==> src/rtl/ddr_scrb_pkg.sv <==
// DDR geometry as seen by the scrubbers
// The scrub limit is the reduced simulation size; hardware scrubs 16 GB
// per channel, which is a last address of 64'h3_FFFF_FFFF

`default_nettype none

package ddr_scrb_pkg;

   // Four DDR channels with one scrubber each
   localparam int num_ddr = 4;

   // Byte address on a DDR channel
   typedef logic [63:0] ddr_addr_t;

   // One bit per channel for ready, enable and done
   typedef logic [num_ddr-1:0] ddr_mask_t;

   // ------------------------------------------------------------------------
   // Burst geometry
   // ------------------------------------------------------------------------

   localparam int scrb_burst_beats = 16;
   localparam int ddr_beat_bytes   = 64;

   // Address step per burst request
   localparam ddr_addr_t scrb_burst_bytes = ddr_addr_t'(scrb_burst_beats * ddr_beat_bytes);

   // Last byte address to scrub in the 8 KiB simulation size
   localparam ddr_addr_t scrb_max_addr = 64'h1FFF;

endpackage

`default_nettype wire

==> src/rtl/cl_id_pkg.sv <==
// Host-control register map shared by the control logic and the testbench
// Bits 3 to 0 of the control word enable the scrubbers, one bit per channel
// The fixed ID words are the PCI vendor/device and subsystem IDs

`default_nettype none

package cl_id_pkg;

   // Control word from the shell and the 32-bit ID/status words back to it
   typedef logic [31:0] ctl_word_t;
   typedef logic [31:0] id_word_t;

   // ------------------------------------------------------------------------
   // Control word fields
   // ------------------------------------------------------------------------

   // Debug view of the scrub address on the ID outputs
   localparam int dbg_en_bit  = 31;

   // 3-bit channel select starting here
   localparam int dbg_sel_lsb = 28;

   typedef logic [2:0] dbg_sel_t;

   // ------------------------------------------------------------------------
   // Fixed identification
   // ------------------------------------------------------------------------

   localparam id_word_t cl_id0_value = 32'hF000_1D0F;
   localparam id_word_t cl_id1_value = 32'h1D51_FEDC;

endpackage

`default_nettype wire

==> src/rtl/scrb_if.sv <==
// Link between the scrub controller and one channel scrubber
// aw_ready is driven from the top level by the channel's write-address ready

`timescale 1ns/100ps
`default_nettype none

interface scrb_if;
   import ddr_scrb_pkg::*;

   // Controller side
   logic      enable;

   // Scrubber side
   logic      done;
   logic      aw_valid;
   ddr_addr_t addr;

   // From the DDR write-address channel
   logic      aw_ready;

   modport ctl (
      output enable,
      input  done,
      input  addr
   );

   modport scrb (
      input  enable,
      input  aw_ready,
      output done,
      output aw_valid,
      output addr
   );

endinterface

`default_nettype wire

==> src/rtl/ddr_scrubber.sv <==
// Walks one channel from address 0 in fixed bursts, one request per burst
// Only write-address requests are issued; no data or response channel
// done and the final address hold until enable falls

`timescale 1ns/100ps
`default_nettype none

module ddr_scrubber (
   input  logic clk,
   input  logic sync_rst_n,
   scrb_if.scrb scrb
);
   import ddr_scrb_pkg::*;

   typedef enum logic [1:0] {
      st_idle,
      st_req,
      st_done
   } scrb_state_t;

   scrb_state_t state_q;
   ddr_addr_t   addr_q;
   ddr_addr_t   addr_nxt;
   logic        aw_fire;
   logic        last_burst;

   assign addr_nxt   = addr_q + scrb_burst_bytes;
   assign aw_fire    = (state_q == st_req) && scrb.aw_ready;

   // Burst that steps past the scrub limit is the final one
   assign last_burst = addr_nxt > scrb_max_addr;

   // ------------------------------------------------------------------------
   // State and address
   // ------------------------------------------------------------------------
   always_ff @(posedge clk or negedge sync_rst_n)
   begin
      if (!sync_rst_n)
      begin
         state_q <= st_idle;
         addr_q  <= '0;
      end
      else if (!scrb.enable)
      begin
         // Dropping enable abandons any scrub in progress
         state_q <= st_idle;
         addr_q  <= '0;
      end
      else
      begin
         case (state_q)
            st_idle:
            begin
               state_q <= st_req;
            end
            st_req:
            begin
               if (aw_fire)
               begin
                  addr_q <= addr_nxt;
                  if (last_burst)
                     state_q <= st_done;
               end
            end
            st_done:
            begin
               state_q <= st_done;
            end
            default:
            begin
               state_q <= st_idle;
            end
         endcase
      end
   end

   // Request held with a stable address until accepted
   assign scrb.aw_valid = (state_q == st_req);
   assign scrb.done     = (state_q == st_done);
   assign scrb.addr     = addr_q;

endmodule

`default_nettype wire

==> src/rtl/cl_scrb_ctl.sv <==
// Host control for the scrubbers with control word, DDR-ready capture and status
// Also produces the FLR acknowledge and the debug view on the ID outputs
// A debug select of num_ddr or more shows channel 0

`timescale 1ns/100ps
`default_nettype none

module cl_scrb_ctl (
   input  logic                    clk,
   input  logic                    sync_rst_n,
   input  cl_id_pkg::ctl_word_t    sh_cl_ctl0,
   input  ddr_scrb_pkg::ddr_mask_t sh_cl_ddr_is_ready,
   input  logic                    sh_cl_flr_assert,
   output logic                    cl_sh_flr_done,
   output cl_id_pkg::id_word_t     cl_sh_id0,
   output cl_id_pkg::id_word_t     cl_sh_id1,
   output cl_id_pkg::id_word_t     cl_sh_status0,
   scrb_if.ctl                     scrb [ddr_scrb_pkg::num_ddr]
);
   import cl_id_pkg::*;
   import ddr_scrb_pkg::*;

   ctl_word_t ctl_q;
   ddr_mask_t ready_q;
   ddr_mask_t scrb_en;
   ddr_mask_t done_mask;
   ddr_addr_t scrb_addr [num_ddr];
   logic      flr_assert_q;
   logic      dbg_en;
   dbg_sel_t  dbg_sel;
   ddr_addr_t dbg_addr;

   // ------------------------------------------------------------------------
   // Input capture
   // ------------------------------------------------------------------------
   always_ff @(posedge clk or negedge sync_rst_n)
   begin
      if (!sync_rst_n)
      begin
         ctl_q   <= '0;
         ready_q <= '0;
      end
      else
      begin
         ctl_q   <= sh_cl_ctl0;
         ready_q <= sh_cl_ddr_is_ready;
      end
   end

   // A channel scrubs only once its controller reports ready
   assign scrb_en = ctl_q[num_ddr-1:0] & ready_q;

   for (genvar i = 0; i < num_ddr; i++)
   begin : g_chan
      assign scrb[i].enable = scrb_en[i];
      assign done_mask[i]   = scrb[i].done;
      assign scrb_addr[i]   = scrb[i].addr;
   end

   // ------------------------------------------------------------------------
   // Status and FLR acknowledge
   // ------------------------------------------------------------------------
   always_ff @(posedge clk or negedge sync_rst_n)
   begin
      if (!sync_rst_n)
      begin
         cl_sh_status0  <= '0;
         flr_assert_q   <= 1'b0;
         cl_sh_flr_done <= 1'b0;
      end
      else
      begin
         cl_sh_status0  <= id_word_t'(done_mask);
         flr_assert_q   <= sh_cl_flr_assert;
         // Toggles while assert is held so it is never high two cycles in a row
         cl_sh_flr_done <= flr_assert_q && !cl_sh_flr_done;
      end
   end

   // ------------------------------------------------------------------------
   // Debug ID mux
   // ------------------------------------------------------------------------
   assign dbg_en  = ctl_q[dbg_en_bit];
   assign dbg_sel = ctl_q[dbg_sel_lsb +: $bits(dbg_sel_t)];

   always_comb
   begin
      dbg_addr = scrb_addr[0];
      for (int i = 1; i < num_ddr; i++)
      begin
         if (dbg_sel == dbg_sel_t'(i))
            dbg_addr = scrb_addr[i];
      end
   end

   always_ff @(posedge clk)
   begin
      if (dbg_en)
      begin
         cl_sh_id0 <= dbg_addr[31:0];
         cl_sh_id1 <= dbg_addr[63:32];
      end
      else
      begin
         cl_sh_id0 <= cl_id0_value;
         cl_sh_id1 <= cl_id1_value;
      end
   end

endmodule

`default_nettype wire

==> src/rtl/cl_dram_scrb_top.sv <==
// Scrubbing and host-control top with one controller and one scrubber per channel
// Reset is taken directly; any synchronization happens outside this block
// Only write-address requests leave the block, with INCR bursts implied

`timescale 1ns/100ps
`default_nettype none

module cl_dram_scrb_top (
   input  logic                    clk,
   input  logic                    sync_rst_n,

   // Shell control and status
   input  cl_id_pkg::ctl_word_t    sh_cl_ctl0,
   input  ddr_scrb_pkg::ddr_mask_t sh_cl_ddr_is_ready,
   input  logic                    sh_cl_flr_assert,
   output logic                    cl_sh_flr_done,
   output cl_id_pkg::id_word_t     cl_sh_id0,
   output cl_id_pkg::id_word_t     cl_sh_id1,
   output cl_id_pkg::id_word_t     cl_sh_status0,

   // Per-channel write-address requests
   output ddr_scrb_pkg::ddr_mask_t cl_sh_ddr_awvalid,
   input  ddr_scrb_pkg::ddr_mask_t sh_cl_ddr_awready,
   output ddr_scrb_pkg::ddr_addr_t cl_sh_ddr_awaddr [ddr_scrb_pkg::num_ddr]
);
   import ddr_scrb_pkg::*;

   scrb_if scrb_bus [num_ddr] ();

   // ------------------------------------------------------------------------
   // Controller
   // ------------------------------------------------------------------------
   cl_scrb_ctl u_ctl (
      .clk                (clk),
      .sync_rst_n         (sync_rst_n),
      .sh_cl_ctl0         (sh_cl_ctl0),
      .sh_cl_ddr_is_ready (sh_cl_ddr_is_ready),
      .sh_cl_flr_assert   (sh_cl_flr_assert),
      .cl_sh_flr_done     (cl_sh_flr_done),
      .cl_sh_id0          (cl_sh_id0),
      .cl_sh_id1          (cl_sh_id1),
      .cl_sh_status0      (cl_sh_status0),
      .scrb               (scrb_bus)
   );

   // ------------------------------------------------------------------------
   // Scrubbers with channel i on bit and element i of the request ports
   // ------------------------------------------------------------------------
   for (genvar i = 0; i < num_ddr; i++)
   begin : g_scrb
      assign scrb_bus[i].aw_ready = sh_cl_ddr_awready[i];
      assign cl_sh_ddr_awvalid[i] = scrb_bus[i].aw_valid;
      assign cl_sh_ddr_awaddr[i]  = scrb_bus[i].addr;

      ddr_scrubber u_scrb (
         .clk        (clk),
         .sync_rst_n (sync_rst_n),
         .scrb       (scrb_bus[i])
      );
   end

endmodule

`default_nettype wire

==> config.mk <==
export PLATFORM = sky130hd
export DESIGN_NAME = cl_dram_scrb_top
export DESIGN_NICKNAME = d
export VERILOG_FILES = /design/src/rtl/ddr_scrb_pkg.sv /design/src/rtl/cl_id_pkg.sv /design/src/rtl/scrb_if.sv /design/src/rtl/ddr_scrubber.sv /design/src/rtl/cl_scrb_ctl.sv /design/src/rtl/cl_dram_scrb_top.sv
export SDC_FILE = /design/constraint.sdc
export NUM_CORES = 1
export LEC_CHECK = 0
export ABC_AREA = 0
export BUFFER_PORTS_ARGS = -buffer_cell sky130_fd_sc_hd__buf_2
export CAP_MARGIN = 20
export CORE_ASPECT_RATIO = 1.1
export CORE_UTILIZATION = 55
export DETAILED_ROUTE_END_ITERATION = 6
export GPL_TIMING_DRIVEN = 0
export PLACE_DENSITY = 0.79
export SYNTH_ARGS = -nofsm -noshare
export SYNTH_HDL_FRONTEND = slang
export SYNTH_SLANG_ARGS = --single-unit
==> constraint.sdc <==
create_clock -name clk -period 4 [get_ports clk]
set_input_delay 0.2 -clock clk [delete_from_list [all_inputs] [get_ports clk]]
set_output_delay 0.2 -clock clk [all_outputs]
set_load 0.02 [all_outputs]
== Yosys cells after proc, flatten, opt, wreduce, memory -nomap -nowiden ==
Index checks and enable logic that the tools add are counted.
Cells by class
  add/subtract/negate cells: 4
  magnitude comparators: 4
  equality and inequality tests: 27
  multiplexer cells: 31
  bitwise operators: 1
  reduce and logical (&&, ||, !) cells: 18
Operators by type and width (count)
  64-bit 2-to-1 mux: 15
  64-bit by 11-bit adder with 64-bit output, second input constant: 4
  64-bit by 13-bit > comparator with 1-bit output, second input constant: 4
  2-bit 2-to-1 mux: 12
  3-bit != test, second input constant: 8
  2-bit one-hot mux with 3 select lines: 4
  2-bit by 1-bit != test with 1-bit output, second input constant: 8
  2-bit AND reduction: 8
  2-bit by 1-bit == test with 1-bit output, second input constant: 4
  2-bit == test, second input constant: 4
  2-bit logical NOT: 4
  3-bit by 2-bit == test with 1-bit output, second input constant: 2
  1-bit logical AND: 5
  4-bit bitwise AND: 1
  3-bit by 1-bit == test with 1-bit output, second input constant: 1
  1-bit logical NOT: 1
Word-level totals
  register bits: 370

== Logic depth before layout (Yosys ltp) ==
Gate-level depths: netlist of run 1.
  word-level depth: 6
  depth in mapped cells: 12
  gate-level depth less buffers: 10

== Hierarchy ==
Synthesis of run 1 repeated with hierarchy kept, for this count alone.
Second synthesis, totals
  cells, all modules: 2537
  area, all modules: 22166.3 sq um
Modules (own cells, without submodules)
  ddr_scrubber (g_scrb[0].u_scrb ...): times used 3, cells each 537, area an instance 4555.6 sq um
  ddr_scrubber (g_scrb[3].u_scrb): times used 1, cells each 530, area an instance 4377.9 sq um
  cl_scrb_ctl: times used 1, cells each 392, area an instance 4091.4 sq um
  cl_dram_scrb_top: times used 1, cells each 4, area an instance 30.0 sq um

== Least setup slack after synthesis of run 1 ==
Ideal clock, no wire load.
  path type: reg-to-reg
  start point: register g_scrb[1].u_scrb.addr_q[39]
  end point: register g_scrb[1].u_scrb.state_q[0]
  setup time: 0.090 ns
  arrival: 3.019 ns
  path slack: 0.891 ns
  cell stages (with the launch flop): 11
  buffers on the path: 1
  clock period less this slack: 3.109 ns
  path through: dfrtp_1 clkbuf_1 nand4_1 nor4_1 nand4_1 xnor2_1 or3_1 nor4_2 nand2_1 mux2_2 o221ai_1
Between the ends
  longest elaborated chain between the ends: 4
Ends and longest elaborated chain
  start, declared: line ddr_scrubber.sv:22  | ddr_addr_t addr_q;
  start signal, assigned: line ddr_scrubber.sv:60  | addr_q <= addr_nxt;
  64-bit by 11-bit adder with 64-bit output: line ddr_scrubber.sv:27  | assign addr_nxt = addr_q + scrb_burst_bytes;
  64-bit by 13-bit > comparator with 1-bit output: line ddr_scrubber.sv:31  | assign last_burst = addr_nxt > scrb_max_addr;
  3-bit != test (no line)
  2-bit AND reduction (no line)
  end signal, assigned: line ddr_scrubber.sv:40  | state_q <= st_idle;
  end signal, assigned: line ddr_scrubber.sv:46  | state_q <= st_idle;
  end signal, assigned: line ddr_scrubber.sv:54  | state_q <= st_req;
  end, declared: line ddr_scrubber.sv:21  | scrb_state_t state_q;
Every way passes these cells.
A chain may end at the register's enable or synchronous reset.

== Final worst setup path of run 1 ==
  start point: register g_scrb[3].u_scrb.addr_q[18]
  end point: register g_scrb[3].u_scrb.state_q[0]
Between the ends
  longest elaborated chain between the ends: 4
Ends and longest elaborated chain (line)
  start, declared: ddr_scrubber.sv:22
  start signal, assigned: ddr_scrubber.sv:60
  64-bit by 11-bit adder with 64-bit output: ddr_scrubber.sv:27
  64-bit by 13-bit > comparator with 1-bit output: ddr_scrubber.sv:31
  3-bit != test (no line)
  2-bit AND reduction (no line)
  end signal, assigned: ddr_scrubber.sv:40
  end signal, assigned: ddr_scrubber.sv:46
  end signal, assigned: ddr_scrubber.sv:54
  end, declared: ddr_scrubber.sv:21
Every way passes these cells.

==> run_results.csv, run 1 <==
group,metric,value,unit
finish,fin_util,66.6,%
timing,worstMarginPinSlew,1000,ps
placement,hpwl,61800,um
setup_path,critical_path_arrival,4360,ps
synth,ys_seq_area_share,35.1,%
finish,instances_no_fill,3476,
synth,avgSynthCellArea,8.05,sq um
floorplanning,die-area,37900,sq um
drt,dr.pass1.iters,6,
outcome,outcome,"finished clean",
global_route,grt.total_usage,42.2,%
timing,clock_skew,19.7,ps
drt,drt-initial-drc-count,2654,
synth,synth_ff_type,"dfrtp_1",
synth,syn_inst,2535,
setup_path,rr_startpoint,"g_scrb[3].u_scrb.scrb.addr[18]",
setup_path,crit_fanout,8,
drt,wirelength,81000,um
clocking,post_cts_buffers,0,
clocking,cts_buffers,34,
floorplanning,dieHeight,204,um
finish,layout_commonest_cell,"nor2_1",
setup_path,r2r_setup_slack,110,ps
worst_hold_path,holdPathEnd,"g_scrb[1].u_scrb.state_q[1]",
worst_hold_path,hold_path_startpoint,"sh_cl_ddr_awready[1]",
synth,synthArstFlopShare,81.5,%
drt,ant_nets,0,
global_route,first_global_vias,20400,
drt,vias_per_cell,6.28,
floorplanning,start_util,56.1,%
timing,slew_viol_final,0,
placement,post-place-cells,3399,
global_route,grt_first_pass_wirelength,121000,um
synth,synthTopCellsByArea,"dfrtp_1 30%, nor2_1 6.6%, dfxtp_1 5.4%",
drt,vias,21800,
synth,synth_cell_type_count,80,
setup_path,critPathLaunchType,"register",
timing,fin_crit_sh,97.2,%
timing,hold_viol,0,
synth,synth_top_area_cell,"dfrtp_1",
floorplanning,die_w,186,um
drt,routedWlPerCell,23.3,um
synth,netlist_area,20400,sq um
clocking,path_clk_slew,60,ps
global_route,grt_max_degree,121,
flow_run,drv_cap,0,
finish,final_cell_mix,"361 x nor2_1, 342 x buf_2, 242 x dfrtp_1",
setup_path,critPathRequiredTime,4470,ps
placement,portBuffers,302,
finish,diodes,0,
clocking,cts_root_buf,"clkbuf_16",
synth,ys_warn_count,0,
placement,place_congestion,0.986,
synth,ys_ff_latch,297,
floorplanning,num_rows,73,
finish,area_delta_synth_final,18.6,%
finish,drive_gt1_share,17.9,%
global_route,antenna_found_initial,0,
clocking,cts_tree,"built",
drt,drcViolationCount,0,
floorplanning,pin_count,400,
setup_path,crit_type,"reg2reg",
worst_hold_path,hold_class,"in2reg",
power,total_power,0.00685,W
worst_hold_path,hold_depth,4,
setup_path,rr_worst_depth,9,
synth,synth_edf_count,0,
clocking,cts.htree.levels,2,
floorplanning,core_area,36400,sq um
timing,setup_viol,0,
timing,whs,104,ps
timing,relSlewSlack,33.1,%
clocking,cts_buffer_depth,3,
timing,timing.fmax,0.257,GHz
setup_path,rr_endpoint,"g_scrb[3].u_scrb.state_q[0]",
setup_path,endpoint_kind,"register",
synth,synth_top_area_share,29.7,%
finish,final_nets,3026,
clocking,clk_latency,580,ps
global_route,overflow,0,
power,power_density,283,nW/um^2
power,peakVddDrop,0.300,mV
clocking,cts_sinks,297,
power,p_leak,10.2,nW
timing,period_minus_slack,3890,ps
per-stage QoR:
stage	setup TNS [ps]	setup WS, ps	instance area (sq um)
final	0	112	24200
after global routing	-17.3	-17.3	24200
after CTS	0	42.6	24200
after detailed placement	0	55.6	22900
after global placement	-370790	-1570	22800
after floorplan	0	891	20700
what timing repair did:
action / in CTS / in global routing
resized for setup: 0 / 7
hold buffers: 15 / 0
endpoints found under the setup margin: 0 / 6
endpoints found under the hold margin: 255 / 0
worst max-delay path, cell delays in order, from the launching register on:
cell	delay [ps]
dfrtp_1	520
nand3_1	380
nor4_4	470
nand4_1	280
or3_1	380
a2111o_1	440
a2111oi_0	470
nand4_1	300
and3b_1	290
a22o_1	240
power by group:
part           total, W  switching, W  internal (W)  leakage (nW)
clock           0.00324       0.00139       0.00186         0.561
combinational  0.000541      0.000377      0.000164          5.89
sequential      0.00306     0.0000248       0.00304          3.80
state kept, by name (all words and copies together) (netlist names):
register,count
g_scrb.u_scrb.scrb.addr,216
u_ctl.cl_sh_id1,32
u_ctl.cl_sh_id0,23
g_scrb.u_scrb.state_q,8
u_ctl.ctl_q,8
u_ctl.cl_sh_status0,4
u_ctl.ready_q,4
u_ctl.cl_sh_flr_done,1
u_ctl.flr_assert_q,1
logic make-up (layout without fill, tap and decap cells):
family,after synthesis,count (layout),synth area share [%]
simple gates,1204,1204,30.6
compound gates,362,362,11.4
buf+inv,347,729,8.18
flops,297,297,35.1
xor+xnor,235,235,10.1
mux,69,69,3.43
fa+ha+maj,20,20,1.23
other cells,1,73,0.0184
metal layers:
layer / vias up / track usage, % / routed length, um
li1: 9728 / - / -
met1: 10400 / 52.9 / 30900
met2: 1412 / 69.0 / 38100
met3: 259 / 9.30 / 8190
met4: 0 / 19.5 / 3760
met5: - / 0 / 0
synthesized netlist by cell type (all sizes together), types with 5 or more instances:
cell	count
a2111oi	7
nand2	187
nand3	132
o31ai	5
o22ai	10
mux2i	61
or2	8
ha	20
a211oi	69
nor2b	5
inv	48
nand4	133
nor2	361
and2	25
clkbuf	165
nand4b	6
o21ai	68
or3	57
a31oi	10
a311oi	7
a21oi	119
nor3	89
mux2	8
buf	134
o211ai	5
xor2	120
nand2b	9
dfrtp	242
nor4b	5
nor3b	9
o2bb2ai	5
and4	44
nor4	66
xnor2	115
or4	13
and3	43
dfxtp	55
o2111ai	8
final cells by class:
| class | count | area, sq um |
|---|---|---|
| sequential | 297 | 7160 |
| clock buffer | 44 | 961 |
| multi-input combinational | 1963 | 11900 |
| tap | 487 | 609 |
| buffer | 299 | 1490 |
| inverter | 48 | 180 |
| fill | 3074 | 12100 |
| clock inverter | 18 | 181 |
| timing repair buffer | 320 | 1730 |
worst max path at each step:
stage	endpoint	from	slack, ps
final	g_scrb[3].u_scrb.state_q[0]	g_scrb[3].u_scrb.scrb.addr[18]	110
after global routing	g_scrb[2].u_scrb.state_q[0]	g_scrb[2].u_scrb.scrb.addr[10]	-20
after CTS	g_scrb[0].u_scrb.state_q[0]	g_scrb[0].u_scrb.scrb.addr[24]	40
after detailed placement	g_scrb[0].u_scrb.state_q[0]	g_scrb[0].u_scrb.scrb.addr[24]	60
after global placement	u_ctl.ready_q[2]	sync_rst_n	-1570
after floorplan	g_scrb[1].u_scrb.state_q[0]	g_scrb[1].u_scrb.scrb.addr[39]	890
No activity file was read; power rests on OpenSTA's default activity.
==> inputs of run 2 (changes only) <==
==> constraint.sdc (replaced) <==
create_clock -name clk -period 3.8 [get_ports clk]
set_input_delay 0.19 -clock clk [delete_from_list [all_inputs] [get_ports clk]]
set_output_delay 0.19 -clock clk [all_outputs]
set_load 0.02 [all_outputs]
==> run 2 against run 1 <==
Utilization is 0.27 points higher. Critical path depth is 1 higher. Fmax is 3.8% higher. Sequential share of layout area is 0.11 points lower. Critical path type unchanged. Clock skew is 4.9 ps lower. Highest routed layer unchanged. Sequential power is 5% higher. Clock power is 6% higher.
==> run_results.csv, run 2 (synthesis gave the netlist of run 1 again) <==
group,metric,value,unit
clocking,cts_sinks,297,
drt,vias,21800,
global_route,grt.total_usage,42.3,%
timing,period_minus_slack,3750,ps
setup_path,critical_path_arrival,4210,ps
global_route,grt_max_degree,121,
finish,area_delta_synth_final,19.1,%
power,peakVddDrop,0.317,mV
floorplanning,die_w,186,um
timing,relSlewSlack,32.6,%
worst_hold_path,hold_class,"in2reg",
power,switchingPower,0.00188,W
global_route,grt_first_pass_wirelength,121000,um
timing,timing.fmax,0.267,GHz
placement,hpwl,61800,um
timing,rsz0062_at_grt,"no",
finish,diodes,0,
clocking,cts_tree,"built",
setup_path,crit_type,"reg2reg",
placement,place_congestion,0.986,
setup_path,endpoint_kind,"register",
power,clkPwrFrac,47.4,%
drt,wirelength,80900,um
global_route,overflow,0,
finish,final_cell_mix,"359 x nor2_1, 342 x buf_2, 240 x dfrtp_1",
finish,largest_reg_flops,216,
flow_run,drv_cap,0,
drt,vias_per_cell,6.27,
timing,fin_crit_sh,98.6,%
floorplanning,dieHeight,204,um
finish,layout_commonest_cell,"nor2_1",
placement,place_area,22900,sq um
power,seqPwrFrac,44.7,%
setup_path,critPathRequiredTime,4260,ps
setup_path,crit_fanout,8,
power,total_power,0.00721,W
clocking,cts_root_buf,"clkbuf_16",
global_route,first_global_vias,20500,
floorplanning,die-area,37900,sq um
timing,whs,96.3,ps
power,intPower,0.00532,W
drt,routedWlPerCell,23.3,um
clocking,path_clk_slew,70,ps
power,swShare,26.1,%
clocking,cts_buffer_depth,3,
timing,slew_viol_final,0,
timing,worstMarginPinSlew,1010,ps
clocking,cts_buffers,34,
floorplanning,pin_count,400,
power,p_leak,10.3,nW
setup_path,critPathLaunchType,"register",
drt,ant_nets,0,
timing,final.setup.tns,0,ps
timing,clock_skew,14.7,ps
drt,drcViolationCount,0,
power,combPwrFrac,7.9,%
clocking,cts.htree.levels,2,
finish,final_nets,3021,
outcome,outcome,"finished clean",
finish,fin_area,24300,sq um
drt,drt-initial-drc-count,2591,
timing,setup_viol,0,
floorplanning,core_area,36400,sq um
clocking,clk_latency,580,ps
drt,dr.pass1.iters,7,
placement,portBuffers,302,
power,power_density,297,nW/um^2
timing,hold_viol,0,
global_route,antenna_found_initial,0,
floorplanning,num_rows,73,
finish,drive_gt1_share,18.6,%
floorplanning,start_util,56.1,%
==> run 2: cell count changes in the layout (fill, tap and decap cells not counted), sizes merged <==
| cell | before | now |
|---|---|---|
| clkbuf | 209 | 202 |
| buf | 439 | 441 |
==> run 2: per-layer routing <==
metal  routed length (um)  global-route usage, %  vias up
met5                    0                      0        -
met4                 4290                   20.3        0
met3                 8340                   9.55      280
met2                37500                   68.6     1380
met1                30800                   52.9    10400
li1                     -                      -     9715
==> run 2: through the flow <==
stage	utilization, %	worst slack (ps)	std cells
2_1_floorplan	-	691	2607
3_3_place_gp	62.7	-1760	3396
4_1_cts	66.5	21.4	3476
6_report	66.9	52.7	3471
5_1_grt	66.9	0.491	3471
3_5_place_dp	62.9	-144	3399
==> run 2: layout make-up <==
class / count / area (sq um)
Buffer: 292 / 1470
Clock buffer: 44 / 961
Clock inverter: 18 / 181
Fill cell: 3072 / 12000
Inverter: 48 / 180
Multi-Input combinational cell: 1963 / 12000
Sequential cell: 297 / 7160
Tap cell: 487 / 609
Timing Repair Buffer: 322 / 1750
==> run 2: final timing paths <==
kind | slack (ps) | to | cells after the start | startpoint
worst max-delay path | 50 | g_scrb[3].u_scrb.state_q[1] | 10 | g_scrb[3].u_scrb.scrb.addr[10]
worst min register to register | 440 | u_ctl.cl_sh_flr_done | 1 | u_ctl.cl_sh_flr_done
min in group asynchronous | 260 | g_scrb[0].u_scrb.scrb.addr[26] | 3 | sync_rst_n
max in group asynchronous | 2800 | u_ctl.cl_sh_status0[0] | 3 | sync_rst_n
worst max register to register | 50 | g_scrb[3].u_scrb.state_q[1] | 10 | g_scrb[3].u_scrb.scrb.addr[10]
worst min-delay path | 100 | g_scrb[1].u_scrb.state_q[1] | 4 | sh_cl_ddr_awready[1]
==> run 2: power by group through the flow <==
stage | combinational, W | sequential, W | clock [W]
global placement | 0.000521 | 0.00328 | 0
floorplan | 0.000306 | 0.00332 | 0
global route | 0.000614 | 0.00323 | 0.00356
detailed placement | 0.000540 | 0.00328 | 0
CTS | 0.000554 | 0.00322 | 0.00342
finish | 0.000570 | 0.00322 | 0.00342
==> run 2: what timing repair did <==
action	4_1_cts	5_1_grt
gates resized for setup	5	28
setup endpoints to repair	6	8
pin swaps	0	1
setup buffers	0	2
hold endpoints to repair	255	0
hold buffers	15	0
==> run 2: critical path: stages, from the launching register on <==
cell and delay (ps):
dfrtp_1 630, and2_1 190, clkbuf_1 280, nand4_1 330
nor4_4 430, a21boi_1 150, a2111o_1 320, a2111oi_0 470
nand4_1 290, and3b_1 290, a22o_1 240
==> inputs of run 3 (changes only) <==
--- a/config.mk
+++ b/config.mk
@@ -5,13 +5,13 @@
 export SDC_FILE = /design/constraint.sdc
 export NUM_CORES = 1
 export LEC_CHECK = 0
-export ABC_AREA = 0
 export BUFFER_PORTS_ARGS = -buffer_cell sky130_fd_sc_hd__buf_2
 export CAP_MARGIN = 20
 export CORE_ASPECT_RATIO = 1.1
 export CORE_UTILIZATION = 55
 export DETAILED_ROUTE_END_ITERATION = 6
 export GPL_TIMING_DRIVEN = 0
+export HOLD_SLACK_MARGIN = 0.1
 export PLACE_DENSITY = 0.79
 export SYNTH_ARGS = -nofsm -noshare
 export SYNTH_HDL_FRONTEND = slang
==> run 3 against run 2 <==
Fmax increased by 0.43%. Setup slack improved by 16 ps. Register-to-register slack improved by 20 ps. Sequential cell count unchanged. Sequential power about the same. First-iteration DRC count decreased by 3.0%. Clock skew about the same. Power about the same. Clock-buffer cell count unchanged. Critical endpoint is now g_scrb[0].u_scrb.state_q[0]. Largest cell class unchanged.
==> run_results.csv, run 3 (synthesis gave the netlist of run 1 again) <==
group,metric,value,unit
outcome,outcome,"finished clean",
timing,timing.fmax,0.268,GHz
timing,worstMarginPinSlew,1020,ps
drt,dr_wl_met3,7840,um
timing,clock_skew,15.2,ps
drt,wirelength,80800,um
timing,hold_viol,0,
finish,final_nets,3023,
worst_hold_path,hold_class,"in2reg",
drt,routedWlPerCell,23.3,um
power,p_leak,10.4,nW
finish,area_delta_synth_final,19.2,%
timing,setup_viol,0,
finish,multi_input_area,12000,sq um
clocking,clk_latency,580,ps
setup_path,crit_type,"reg2reg",
timing,relSlewSlack,32.0,%
power,combPwrFrac,7.9,%
drt,drcViolationCount,0,
timing,fin_crit_sh,98.2,%
finish,nFillCells,3063,
clocking,cts_buffer_depth,3,
power,switchingPower,0.00188,W
drt,route.met2.wl,37800,um
clocking,cts.htree.levels,2,
finish,layout_commonest_cell,"nor2_1",
timing,period_minus_slack,3730,ps
drt,ant_nets,0,
power,total_power,0.00721,W
flow_run,drv_cap,0,
global_route,grt.total_usage,42.2,%
global_route,first_global_vias,20500,
global_route,antenna_found_initial,0,
power,seqPwrFrac,44.7,%
power,clkPwrFrac,47.4,%
drt,dr.max_layer_used,"met4",
global_route,grt_first_pass_wirelength,121000,um
drt,vias,21800,
placement,portBuffers,302,
finish,largest_reg_flops,216,
finish,diodes,0,
setup_path,critPathLaunchType,"register",
floorplanning,core_area,36400,sq um
floorplanning,num_rows,73,
setup_path,rr_worst_depth,11,
placement,post-place-cells,3399,
worst_hold_path,hold_depth,5,
clocking,cts_sinks,297,
placement,place_area,22900,sq um
setup_path,crit_fanout,8,
clocking,cts_buffers,34,
drt,drt-initial-drc-count,2514,
floorplanning,die-area,37900,sq um
placement,hpwl,61800,um
drt,vias_per_cell,6.28,
timing,slew_viol_final,0,
setup_path,endpoint_kind,"register",
floorplanning,dieHeight,204,um
clocking,cts_root_buf,"clkbuf_16",
finish,fin_area,24300,sq um
clocking,path_clk_slew,60,ps
finish,drive_gt1_share,18.6,%
drt,dr.pass1.iters,6,
clocking,cts_tree,"built",
drt,drt-met1-wl,31100,um
timing,rsz0062_at_grt,"no",
setup_path,critPathRequiredTime,4260,ps
power,intPower,0.00533,W
finish,seq_area,7160,sq um
floorplanning,start_util,56.1,%
power,power_density,296,nW/um^2
finish,final_cell_mix,"359 x nor2_1, 342 x buf_2, 240 x dfrtp_1",
setup_path,critical_path_arrival,4190,ps
placement,place_congestion,0.986,
power,peakVddDrop,0.314,mV
finish,instances_no_fill,3473,
power,swShare,26.1,%
floorplanning,die_w,186,um
global_route,overflow,0,
floorplanning,pin_count,400,
global_route,grt_max_degree,121,
==> run 3: changes by cell type in the layout (fill, tap and decap cells not counted), sizes merged <==
cell | previous run | this run
dlygate4sd3 | 15 | 17
==> run 3: timing repair <==
item                                    4_1_cts  5_1_grt
hold buffers                                 17        0
endpoints found under the setup margin        6        8
buffers inserted                              0        2
resized for setup                             5       28
hold endpoints to repair                    258        0
pin swaps                                     0        1
==> run 3: power by group through the flow <==
stage	clock network [W]	registers [W]	logic [W]
6_report	0.00341	0.00322	0.000570
5_1_grt	0.00356	0.00323	0.000615
4_1_cts	0.00342	0.00322	0.000556
3_5_place_dp	0	0.00328	0.000540
3_3_place_gp	0	0.00328	0.000521
2_1_floorplan	0	0.00332	0.000306
==> run 3: cell type report <==
| type | instances | share of cell area [%] |
|---|---|---|
| multi-input combinational | 1963 | 49.3 |
| sequential | 297 | 29.4 |
| timing repair buffer | 324 | 7.26 |
| buffer | 292 | 6.03 |
| clock buffer | 44 | 3.95 |
| tap | 487 | 2.51 |
| clock inverter | 18 | 0.746 |
| inverter | 48 | 0.741 |
==> run 3: path summary, 6_finish.rpt <==
| kind | startpoint | endpoint | slack (ps) |
|---|---|---|---|
| max in group asynchronous | sync_rst_n | g_scrb[0].u_scrb.scrb.addr[30] | 2800 |
| setup reg to reg | g_scrb[0].u_scrb.scrb.addr[45] | g_scrb[0].u_scrb.state_q[0] | 70 |
| hold reg to reg | u_ctl.cl_sh_flr_done | u_ctl.cl_sh_flr_done | 440 |
| setup / recovery | g_scrb[0].u_scrb.scrb.addr[45] | g_scrb[0].u_scrb.state_q[0] | 70 |
| min in group asynchronous | sync_rst_n | g_scrb[0].u_scrb.scrb.addr[26] | 270 |
| hold / removal | sh_cl_ddr_awready[3] | g_scrb[3].u_scrb.scrb.addr[18] | 170 |
==> run 3: stage by stage <==
stage	utilization, %	hold slack [ps]	setup WS, ps	TNS, ps
after floorplan	-	-106	691	0
after global placement	62.7	298	-1760	-417150
after detailed placement	62.9	4.07	-144	-490
after CTS	66.6	158	21.4	0
after global routing	66.9	182	0.491	0
final	66.9	173	68.8	0
==> run 3: routing by layer <==
metal	GRT usage (%)	vias up
met2	68.6	1366
li1	-	9732
met4	20.8	0
met5	0	-
met3	9.48	281
met1	52.7	10400
==> run 3: worst max-delay path, cell delays in order, from the launching register on <==
cell       delay (ps)
dfrtp_1           330
clkbuf_1          380
and3_1            230
clkbuf_1          340
and4_1            360
nand4_1           310
xnor2_1           240
a2111oi_0         440
nand4b_1          170
nor4_2            470
a21oi_1           180
o2bb2ai_1         180
